==> config.mk <==
export PLATFORM = sky130hd
export DESIGN_NAME = except_unit_top
export DESIGN_NICKNAME = d
export VERILOG_FILES = /design/src/hw/cpu_pkg.sv /design/src/hw/cp0_write_mask.sv /design/src/hw/cp0_forward.sv /design/src/hw/lane_except_check.sv /design/src/hw/except_arbiter.sv /design/src/hw/cp0_state.sv /design/src/hw/except_unit_top.sv
export SDC_FILE = /design/constraint.sdc
export NUM_CORES = 1
export LEC_CHECK = 0
export ABC_AREA = 1
export BUFFER_PORTS_ARGS = -buffer_cell sky130_fd_sc_hd__buf_2
export CORE_MARGIN = 1.5
export CORE_UTILIZATION = 42
export CTS_CLUSTER_DIAMETER = 40
export DETAILED_ROUTE_END_ITERATION = 10
export GPL_ROUTABILITY_DRIVEN = 0
export PLACE_DENSITY = 0.7
export SLEW_MARGIN = 20
export SYNTH_ARGS = -nofsm -noshare
export SYNTH_HDL_FRONTEND = slang
export SYNTH_SLANG_ARGS = --single-unit
==> constraint.sdc <==
create_clock -name clk -period 4.1 [get_ports clk]
set_input_delay 0.82 -clock clk [delete_from_list [all_inputs] [get_ports clk]]
set_output_delay 0.82 -clock clk [all_outputs]
set_load 0.03 [all_outputs]
==> src/hw/cpu_pkg.sv <==
package cpu_pkg;

	typedef logic [31:0] word_t;
	typedef logic [4:0]  exc_code_t;
	typedef logic [4:0]  cp0_addr_t;

	localparam exc_code_t exc_int  = 5'd0;
	localparam exc_code_t exc_tlbl = 5'd2;
	localparam exc_code_t exc_tlbs = 5'd3;
	localparam exc_code_t exc_adel = 5'd4;
	localparam exc_code_t exc_ades = 5'd5;
	localparam exc_code_t exc_sys  = 5'd8;
	localparam exc_code_t exc_bp   = 5'd9;
	localparam exc_code_t exc_ri   = 5'd10;
	localparam exc_code_t exc_cpu  = 5'd11;
	localparam exc_code_t exc_ov   = 5'd12;

	localparam cp0_addr_t  cp0_badvaddr  = 5'd8;
	localparam cp0_addr_t  cp0_status    = 5'd12;
	localparam cp0_addr_t  cp0_cause     = 5'd13;
	localparam cp0_addr_t  cp0_epc       = 5'd14;
	localparam cp0_addr_t  cp0_ebase     = 5'd15;
	localparam logic [2:0] cp0_ebase_sel = 3'd1; // EBase sits at select 1 of register 15.
	localparam cp0_addr_t  cp0_errorepc  = 5'd30;

	localparam word_t vec_base_boot = 32'hbfc0_0200;
	localparam word_t vec_base_norm = 32'h8000_0000;
	localparam word_t off_refill    = 32'h0000_0000;
	localparam word_t off_general   = 32'h0000_0180;
	localparam word_t off_int_vec   = 32'h0000_0200;

	typedef struct packed {
		logic [8:0] rsvd_hi;   // CU, RP, FR, RE, MX and PX are not kept.
		logic       bev;
		logic [5:0] rsvd_mid;
		logic [7:0] im;
		logic [2:0] rsvd_lo;
		logic       um;
		logic       rsvd_r0;
		logic       erl;
		logic       exl;
		logic       ie;
	} status_t;

	typedef struct packed {
		logic       bd;
		logic       rsvd_ti;
		logic [1:0] ce;
		logic [3:0] rsvd_a;
		logic       iv;
		logic [6:0] rsvd_b;
		logic [7:0] ip;
		logic       rsvd_c;
		exc_code_t  exccode;
		logic [1:0] rsvd_d;
	} cause_t;

	typedef struct packed {
		status_t status;
		cause_t  cause;
		word_t   epc;
		word_t   error_epc;
		word_t   badvaddr;
		word_t   ebase;
	} cp0_regs_t;

	typedef struct packed {
		logic       we;
		cp0_addr_t  waddr;
		logic [2:0] sel;
		word_t      wdata;
	} cp0_wr_t;

	typedef struct packed {
		logic  valid;
		word_t pc;
		logic  delayslot;
		logic  is_priv_inst;
		word_t badvaddr;
	} lane_data_t;

	typedef struct packed {
		logic       occur;
		logic       eret;
		exc_code_t  code;
		logic [1:0] extra;
	} except_info_t;

	typedef struct packed {
		logic       flush;
		logic       alpha_taken;
		exc_code_t  code;
		logic       eret;
		logic       delayslot;
		word_t      cur_pc;
		word_t      jump_pc;
		logic [1:0] extra;
	} except_req_t;

	function automatic word_t masked_merge(input word_t old_val, input word_t new_val,
		input word_t mask);
		return (new_val & mask) | (old_val & ~mask);
	endfunction

	function automatic logic cp0_is_mapped(input cp0_addr_t addr, input logic [2:0] sel);
		if (addr == cp0_ebase)
			return sel == cp0_ebase_sel;
		return (sel == 3'd0) && (addr == cp0_badvaddr || addr == cp0_status ||
			addr == cp0_cause || addr == cp0_epc || addr == cp0_errorepc);
	endfunction

	// Applies one masked software write to a copy of the register set.
	function automatic cp0_regs_t cp0_apply_write(input cp0_regs_t regs, input cp0_wr_t wr,
		input word_t mask);
		cp0_regs_t res;
		res = regs;
		if (wr.we && wr.sel == 3'd0)
		begin
			case (wr.waddr)
				cp0_status:   res.status    = masked_merge(regs.status, wr.wdata, mask);
				cp0_cause:    res.cause     = masked_merge(regs.cause, wr.wdata, mask);
				cp0_epc:      res.epc       = masked_merge(regs.epc, wr.wdata, mask);
				cp0_errorepc: res.error_epc = masked_merge(regs.error_epc, wr.wdata, mask);
				cp0_badvaddr: res.badvaddr  = masked_merge(regs.badvaddr, wr.wdata, mask);
				default:      res           = regs;
			endcase
		end
		else if (wr.we && wr.waddr == cp0_ebase && wr.sel == cp0_ebase_sel)
			res.ebase = masked_merge(regs.ebase, wr.wdata, mask);
		return res;
	endfunction

endpackage

==> src/hw/cp0_write_mask.sv <==
`timescale 1ns/1ns

module cp0_write_mask (
	input  cpu_pkg::cp0_addr_t addr,
	input  logic [2:0]         sel,
	output cpu_pkg::word_t     mask
);

	cpu_pkg::status_t status_m;
	cpu_pkg::cause_t  cause_m;

	always_comb
	begin
		status_m         = '0;
		status_m.bev     = 1'b1;
		status_m.im      = '1;
		status_m.um      = 1'b1;
		status_m.erl     = 1'b1;
		status_m.exl     = 1'b1;
		status_m.ie      = 1'b1;
		cause_m          = '0;
		cause_m.iv       = 1'b1;
		cause_m.ip[1:0]  = 2'b11; // Only the software interrupt bits.
	end

	always_comb
	begin
		mask = '0;
		if (sel == 3'd0)
		begin
			case (addr)
				cpu_pkg::cp0_status:   mask = status_m;
				cpu_pkg::cp0_cause:    mask = cause_m;
				cpu_pkg::cp0_epc:      mask = '1;
				cpu_pkg::cp0_errorepc: mask = '1;
				default:               mask = '0; // BadVAddr is read only.
			endcase
		end
		else if (addr == cpu_pkg::cp0_ebase && sel == cpu_pkg::cp0_ebase_sel)
			mask = 32'h3fff_f000; // Exception base bits 29 to 12.
	end

endmodule

==> src/hw/cp0_forward.sv <==
`timescale 1ns/1ns

module cp0_forward (
	input  cpu_pkg::cp0_regs_t regs_q,
	input  cpu_pkg::cp0_wr_t   wb_cp0_wr,
	output cpu_pkg::cp0_regs_t regs_fwd
);

	cpu_pkg::word_t wmask;
	logic           mapped;

	cp0_write_mask u_mask (
		.addr (wb_cp0_wr.waddr),
		.sel  (wb_cp0_wr.sel),
		.mask (wmask)
	);

	// The write-back write has not reached the registers yet, so merge it here.
	always_comb
	begin
		regs_fwd = cpu_pkg::cp0_apply_write(regs_q, wb_cp0_wr, wmask);
	end

	assign mapped = cpu_pkg::cp0_is_mapped(wb_cp0_wr.waddr, wb_cp0_wr.sel);

	// Decode in the write-back stage must only produce implemented registers.
	always_comb
	begin
		if (wb_cp0_wr.we)
			assert (mapped)
			else $error("CP0 write to unmapped register %0d sel %0d",
				wb_cp0_wr.waddr, wb_cp0_wr.sel);
	end

endmodule

==> src/hw/lane_except_check.sv <==
`timescale 1ns/1ns

module lane_except_check (
	input  logic                  clk,
	input  logic                  rst_n,
	input  cpu_pkg::lane_data_t   lane,
	input  cpu_pkg::except_info_t exc_in,
	input  cpu_pkg::cp0_regs_t    regs,
	output cpu_pkg::except_info_t exc_out
);

	logic user_mode;

	assign user_mode = regs.status.um && !regs.status.exl && !regs.status.erl;

	always_comb
	begin
		exc_out = '0;
		if (!lane.valid)
			exc_out = '0; // A bubble never raises anything.
		else if (exc_in.occur && !exc_in.eret)
			exc_out = exc_in; // Fetch and decode faults came first.
		else if (user_mode && lane.is_priv_inst)
		begin
			exc_out.occur = 1'b1;
			exc_out.eret  = 1'b0;
			exc_out.code  = cpu_pkg::exc_cpu;
			exc_out.extra = 2'd0; // CP0 is unusable, so Cause.ce is 0.
		end
		else
			exc_out = exc_in;
	end

	// Upstream stages must clear their exception flags on bubbles too.
	a_occur_valid: assert property (@(posedge clk) disable iff (!rst_n)
		exc_in.occur |-> lane.valid);

endmodule

==> src/hw/except_arbiter.sv <==
`timescale 1ns/1ns

module except_arbiter (
	input  logic                  clk,
	input  logic                  rst_n,
	input  cpu_pkg::lane_data_t   lane_a,
	input  cpu_pkg::lane_data_t   lane_b,
	input  cpu_pkg::except_info_t exc_a,
	input  cpu_pkg::except_info_t exc_b,
	input  cpu_pkg::cp0_regs_t    regs,
	output cpu_pkg::except_req_t  req
);

	logic                  int_pending;
	logic                  alpha;
	cpu_pkg::except_info_t chosen;
	cpu_pkg::word_t        base;
	cpu_pkg::word_t        offset;

	assign int_pending = regs.status.ie && !regs.status.exl && !regs.status.erl &&
		((regs.cause.ip & regs.status.im) != 8'b0);

	// Interrupts are taken on the older lane.
	always_comb
	begin
		if (int_pending)
		begin
			chosen.occur = 1'b1;
			chosen.eret  = 1'b0;
			chosen.code  = cpu_pkg::exc_int;
			chosen.extra = 2'd0;
			alpha        = 1'b1;
		end
		else if (exc_a.occur)
		begin
			chosen = exc_a;
			alpha  = 1'b1;
		end
		else
		begin
			chosen = exc_b;
			alpha  = 1'b0;
		end
	end

	always_comb
	begin
		if (regs.status.bev)
			base = cpu_pkg::vec_base_boot;
		else
			base = {regs.ebase[31:12], 12'h000};
	end

	always_comb
	begin
		offset = cpu_pkg::off_general; // Nested exceptions always use the general vector.
		if (!regs.status.exl)
		begin
			if (chosen.code == cpu_pkg::exc_tlbl || chosen.code == cpu_pkg::exc_tlbs)
				offset = cpu_pkg::off_refill;
			else if (chosen.code == cpu_pkg::exc_int && regs.cause.iv)
				offset = cpu_pkg::off_int_vec;
		end
	end

	always_comb
	begin
		req = '0;
		if (chosen.occur)
		begin
			req.flush       = 1'b1;
			req.alpha_taken = alpha;
			req.code        = chosen.code;
			req.eret        = chosen.eret;
			req.extra       = chosen.extra;
			req.cur_pc      = alpha ? lane_a.pc : lane_b.pc;
			req.delayslot   = alpha ? lane_a.delayslot : lane_b.delayslot;
			if (chosen.eret)
				req.jump_pc = regs.status.erl ? regs.error_epc : regs.epc;
			else
				req.jump_pc = base + offset;
		end
	end

	// An ERET outside exception level comes from a plain instruction and carries no code.
	a_eret_code: assert property (@(posedge clk) disable iff (!rst_n)
		(req.flush && req.eret && !regs.status.exl && !regs.status.erl) |->
		(req.code == '0));

endmodule

==> src/hw/cp0_state.sv <==
`timescale 1ns/1ns

module cp0_state (
	input  logic                 clk,
	input  logic                 rst_n,
	input  logic [5:0]           hw_int,
	input  cpu_pkg::cp0_wr_t     wb_cp0_wr,
	input  cpu_pkg::except_req_t req,
	output cpu_pkg::cp0_regs_t   regs_q
);

	cpu_pkg::word_t     wmask;
	cpu_pkg::cp0_regs_t regs_sw;
	cpu_pkg::cp0_regs_t regs_d;

	cp0_write_mask u_mask (
		.addr (wb_cp0_wr.waddr),
		.sel  (wb_cp0_wr.sel),
		.mask (wmask)
	);

	assign regs_sw = cpu_pkg::cp0_apply_write(regs_q, wb_cp0_wr, wmask);

	// Exception side effects are applied over the software write.
	always_comb
	begin
		regs_d = regs_sw;
		if (req.flush && req.eret)
		begin
			if (regs_sw.status.erl)
				regs_d.status.erl = 1'b0;
			else
				regs_d.status.exl = 1'b0;
		end
		else if (req.flush)
		begin
			if (!regs_sw.status.exl)
			begin
				regs_d.epc        = req.delayslot ? req.cur_pc - 32'd4 : req.cur_pc;
				regs_d.cause.bd   = req.delayslot;
				regs_d.status.exl = 1'b1;
			end
			regs_d.cause.exccode = req.code;
			regs_d.cause.ce      = req.extra;
		end
		regs_d.cause.ip[7:2] = hw_int; // Hardware lines are resampled every cycle.
	end

	always_ff @(posedge clk)
	begin
		if (!rst_n)
		begin
			regs_q            <= '0;
			regs_q.status.bev <= 1'b1;
			regs_q.status.erl <= 1'b1;
			regs_q.ebase      <= cpu_pkg::vec_base_norm;
		end
		else
			regs_q <= regs_d;
	end

	// Handlers rely on EXL masking interrupts from the first instruction on.
	a_exl_after_flush: assert property (@(posedge clk) disable iff (!rst_n)
		(req.flush && !req.eret) |=> regs_q.status.exl);

endmodule

==> src/hw/except_unit_top.sv <==
`timescale 1ns/1ns

module except_unit_top (
	input  logic                  clk,
	input  logic                  rst_n,
	input  cpu_pkg::lane_data_t   data_a,
	input  cpu_pkg::lane_data_t   data_b,
	input  cpu_pkg::except_info_t except_a,
	input  cpu_pkg::except_info_t except_b,
	input  logic [5:0]            hw_int,
	input  cpu_pkg::cp0_wr_t      wb_cp0_wr,
	input  cpu_pkg::cp0_addr_t    rd_addr,
	input  logic [2:0]            rd_sel,
	output cpu_pkg::except_req_t  except_req,
	output cpu_pkg::word_t        rd_data
);

	cpu_pkg::cp0_regs_t    regs_q;
	cpu_pkg::cp0_regs_t    regs_fwd;
	cpu_pkg::except_info_t lane_a_exc;
	cpu_pkg::except_info_t lane_b_exc;

	cp0_state u_cp0_state (
		.clk       (clk),
		.rst_n     (rst_n),
		.hw_int    (hw_int),
		.wb_cp0_wr (wb_cp0_wr),
		.req       (except_req),
		.regs_q    (regs_q)
	);

	cp0_forward u_cp0_forward (
		.regs_q    (regs_q),
		.wb_cp0_wr (wb_cp0_wr),
		.regs_fwd  (regs_fwd)
	);

	lane_except_check u_lane_a (
		.clk     (clk),
		.rst_n   (rst_n),
		.lane    (data_a),
		.exc_in  (except_a),
		.regs    (regs_fwd),
		.exc_out (lane_a_exc)
	);

	lane_except_check u_lane_b (
		.clk     (clk),
		.rst_n   (rst_n),
		.lane    (data_b),
		.exc_in  (except_b),
		.regs    (regs_fwd),
		.exc_out (lane_b_exc)
	);

	except_arbiter u_arbiter (
		.clk    (clk),
		.rst_n  (rst_n),
		.lane_a (data_a),
		.lane_b (data_b),
		.exc_a  (lane_a_exc),
		.exc_b  (lane_b_exc),
		.regs   (regs_fwd),
		.req    (except_req)
	);

	always_comb
	begin
		rd_data = '0;
		if (rd_sel == 3'd0)
		begin
			case (rd_addr)
				cpu_pkg::cp0_status:   rd_data = regs_fwd.status;
				cpu_pkg::cp0_cause:    rd_data = regs_fwd.cause;
				cpu_pkg::cp0_epc:      rd_data = regs_fwd.epc;
				cpu_pkg::cp0_errorepc: rd_data = regs_fwd.error_epc;
				cpu_pkg::cp0_badvaddr: rd_data = regs_fwd.badvaddr;
				default:               rd_data = '0;
			endcase
		end
		else if (rd_addr == cpu_pkg::cp0_ebase && rd_sel == cpu_pkg::cp0_ebase_sel)
			rd_data = regs_fwd.ebase;
	end

endmodule

==> results.ini <==
[global_route]
antenna_found_initial = 0
grt_overflow = 0
grtUsageTotal_pct = 29.30
grt_max_degree = 51
grt_pass1_wl_um = 63710
grt_pass1_vias = 12080

[finish]
fin_area_um2 = 15720
final_util_pct = 60.51
area.growth.synth_to_final_pct = 41.40
regArea_um2 = 3844
drive_gt1_share_pct = 31.58
reg_top3 = u_cp0_state.regs_q: 192 flops
multi_input_area_um2 = 6571
n_fill_cell = 2351
largest_reg_flops = 192
final_nets = 2345
regMostFlops = u_cp0_state.regs_q

[die]
coreArea_um2 = 25980
die_h_um = 165.7
io_pins = 316
start_util_pct = 42.79
num_rows = 59
fp.dieW_um = 165.7
dieArea_um2 = 27460

[status]
violations = negative setup slack
status = finished with violations

[placed_design]
dp_hpwl_um = 30720
port_buffers = 251
dpl-instance-area_um2 = 13540
dp_slack_ps = -327.1

[synth]
yosysUniqueCellTypes = 49
synth.avg_cell_area_um2 = 6.275
synthesis.area_um2 = 11120
synthCells = 1772
ys_ff_latch = 192
ys_seq_area_share_pct = 34.57
syn_nets = 1983
yosys_warnings = 0

[timing]
fmax_ghz = 0.2336
grt_setup_unrepaired = true
period_minus_slack_ps = 4280
fin_ws_ps = -180.0
slew_headroom_pct = 41.49
skew_ps = 9.853
worstMarginPinSlew_ps = 871.8
setup_viol = 21
finalCritPeriodShare_pct = 104.4
finalHoldViolCount = 0
slew_viol_final = 0

[flow_run]
drv_cap = 0

[power]
internal_power_uw = 3138
p_clk_share_pct = 36.1
p_leak_uw = 0.008047
switching_share_pct = 32.30
seq_power_share_pct = 41.5
peakVddDrop_uv = 214.4
p_per_area_nw_per_um2 = 294.8
power_switching_uw = 1497
comb_power_share_pct = 22.4

[cts]
clkTransAtPathRegs_ps = 70
clockBufferDepth = 2
clock-root-buffer = clkbuf_16
cts_hold_buf = 0
cts_tree = yes
cts_inserted_buffers = 17
insertion_delay_ps = 450
cts-htree-levels = 4
clock-sinks = 192

[worst_setup_path]
worstPathArrival_ps = 3460
critPathMaxFanout = 5
cp-end-kind = output port
cp.required_ps = 3280
worstSetupPathType = input port to output port
start_kind = input port

[routing]
dr.pass1.iters = 6
dr.first_iter.drc_count = 1849
via_per_inst = 5.470
wl_per_cell_um = 17.89
via_count = 13580
postRouteWirelength_um = 44430
ant_nets = 0
drc_errors = 0

[worst_hold_path]
hold_class = flop to flop

power groups by stage:
stage	logic, µW	registers [µW]	clock network (µW)
floorplan	528	1960	0
global placement	876	1960	0
detailed placement	885	1960	0
CTS	926	1920	1670
global route	1110	1930	1740
finish	1040	1920	1670
critical path, cell delays in order:
cell and delay, ps:
buf_2 110, inv_2 60, nand2_4 60, nor2_4 160, nand3_4 130, o21ai_4 170
buf_4 130, buf_6 90, inv_4 30, nor3_4 200, buf_6 140, nand2_8 80
buf_6 130, nand3_4 80, inv_4 50, buf_6 110, nor2_4 190, clkinv_4 140
buf_4 160, o32ai_2 210, buf_4 210
cells by family (layout without fill, tap and decap cells):
group	Yosys count	count (layout)	share of synthesized area (%)
adders and majority gates	2	2	0.2250
AOI/OAI and AO/OA	345	345	18.59
and+or+nand+nor	834	836	32.00
muxes	2	2	0.1800
xor gates and xnor gates	8	8	0.6302
DFF	192	192	34.57
other	0	1	0
buffers and inverters	389	762	13.81
worst paths after layout:
| kind | startpoint | endpoint | slack, ps | depth (start not counted) |
|---|---|---|---|---|
| worst max-delay path | wb_cp0_wr[34] | except_req[21] | -180 | 21 |
| worst min-delay path | u_cp0_state.regs_q[30]$_SDFF_PN0_ | u_cp0_state.regs_q[30]$_SDFF_PN0_ | 420 | 2 |
| worst max register to register | u_cp0_state.regs_q[161]$_SDFF_PN0_ | u_cp0_state.regs_q[114]$_SDFF_PN0_ | 950 | 18 |
| worst min register to register | u_cp0_state.regs_q[30]$_SDFF_PN0_ | u_cp0_state.regs_q[30]$_SDFF_PN0_ | 420 | 2 |
Yosys cell counts (all sizes together):
cell | instances | area [µm²]
a31oi | 7 | 43.79
a221oi | 10 | 87.58
nor3 | 12 | 71.32
or2 | 3 | 18.77
nand4 | 16 | 106.4
inv | 294 | 1104
a221o | 11 | 110.1
o211ai | 1 | 7.510
o21ai | 165 | 855.8
dfxtp | 192 | 3844
ha | 2 | 25.02
nand3 | 100 | 575.6
o21bai | 1 | 7.510
nand3b | 4 | 30.03
xor2 | 8 | 70.07
clkinv | 4 | 15.01
nand2 | 489 | 1886
nor2 | 205 | 839.6
o22ai | 23 | 143.9
a21oi | 71 | 355.3
clkbuf | 67 | 251.5
o32ai | 2 | 17.52
nor4 | 5 | 31.28
o21a | 18 | 135.1
o221ai | 11 | 96.34
mux2i | 2 | 20.02
a211oi | 7 | 52.55
o31ai | 5 | 37.54
a32o | 5 | 50.05
o2111ai | 3 | 26.28
a2111oi | 2 | 17.52
a22oi | 3 | 22.52
buf | 24 | 165.1
final cells by class:
cell class / instances / area share [%]
Clock buffer: 18 / 2.730
Sequential cell: 192 / 24.45
Timing Repair Buffer: 432 / 20.10
Clock inverter: 14 / 0.9470
Antenna cell: 1 / 0.01592
Inverter: 298 / 7.297
Multi-Input combinational cell: 1193 / 41.80
Tap cell: 335 / 2.666
cells in the final DEF, fill, tap and decap left out, drive strengths merged, types with 3 or more instances in the layout:
cell / Yosys / layout
a221oi: 10 / 10
dfxtp: 192 / 192
inv: 294 / 300
o21ai: 165 / 165
o31ai: 5 / 5
a21oi: 71 / 71
a221o: 11 / 11
clkinv: 4 / 10
nand3b: 4 / 4
o21a: 18 / 18
clkbuf: 67 / 28
or2: 3 / 3
nor3: 12 / 12
o221ai: 11 / 11
nand2: 489 / 491
o22ai: 23 / 23
a22oi: 3 / 3
a32o: 5 / 5
a31oi: 7 / 7
nor4: 5 / 5
nand4: 16 / 16
xor2: 8 / 8
nor2: 205 / 205
buf: 24 / 422
o2111ai: 3 / 3
a211oi: 7 / 7
nand3: 100 / 100
through the flow:
stage / hold WS, ps / total power (µW) / std cells / TNS (ps)
6_report: 423.5 / 4635 / 2483 / -1228
5_1_grt: 440.0 / 4780 / 2482 / -6722
4_1_cts: 426.7 / 4515 / 2448 / -2952
3_5_place_dp: 416.4 / 2849 / 2404 / -4827
3_3_place_gp: 413.1 / 2840 / 2404 / -3143
2_1_floorplan: 405.0 / 2487 / 1772 / -238.8
per-layer routing:
layer  GRT usage [%]  vias to the layer above  routed length [µm]
li1                -                     6375                   -
met1           37.80                     6299               17560
met2           48.48                      766               20580
met3           4.277                      143                4231
met4           13.16                        0                2053
met5               0                        -                   0
repair_timing:
action | 4_1_cts | 5_1_grt
pin swaps | 18 | 53
setup buffers | 13 | 31
resized for setup | 74 | 297
setup endpoints to repair | 47 | 101
hold endpoints to repair | 0 | 0
gates cloned | 0 | 7
(Power assumes the default switching activity.)
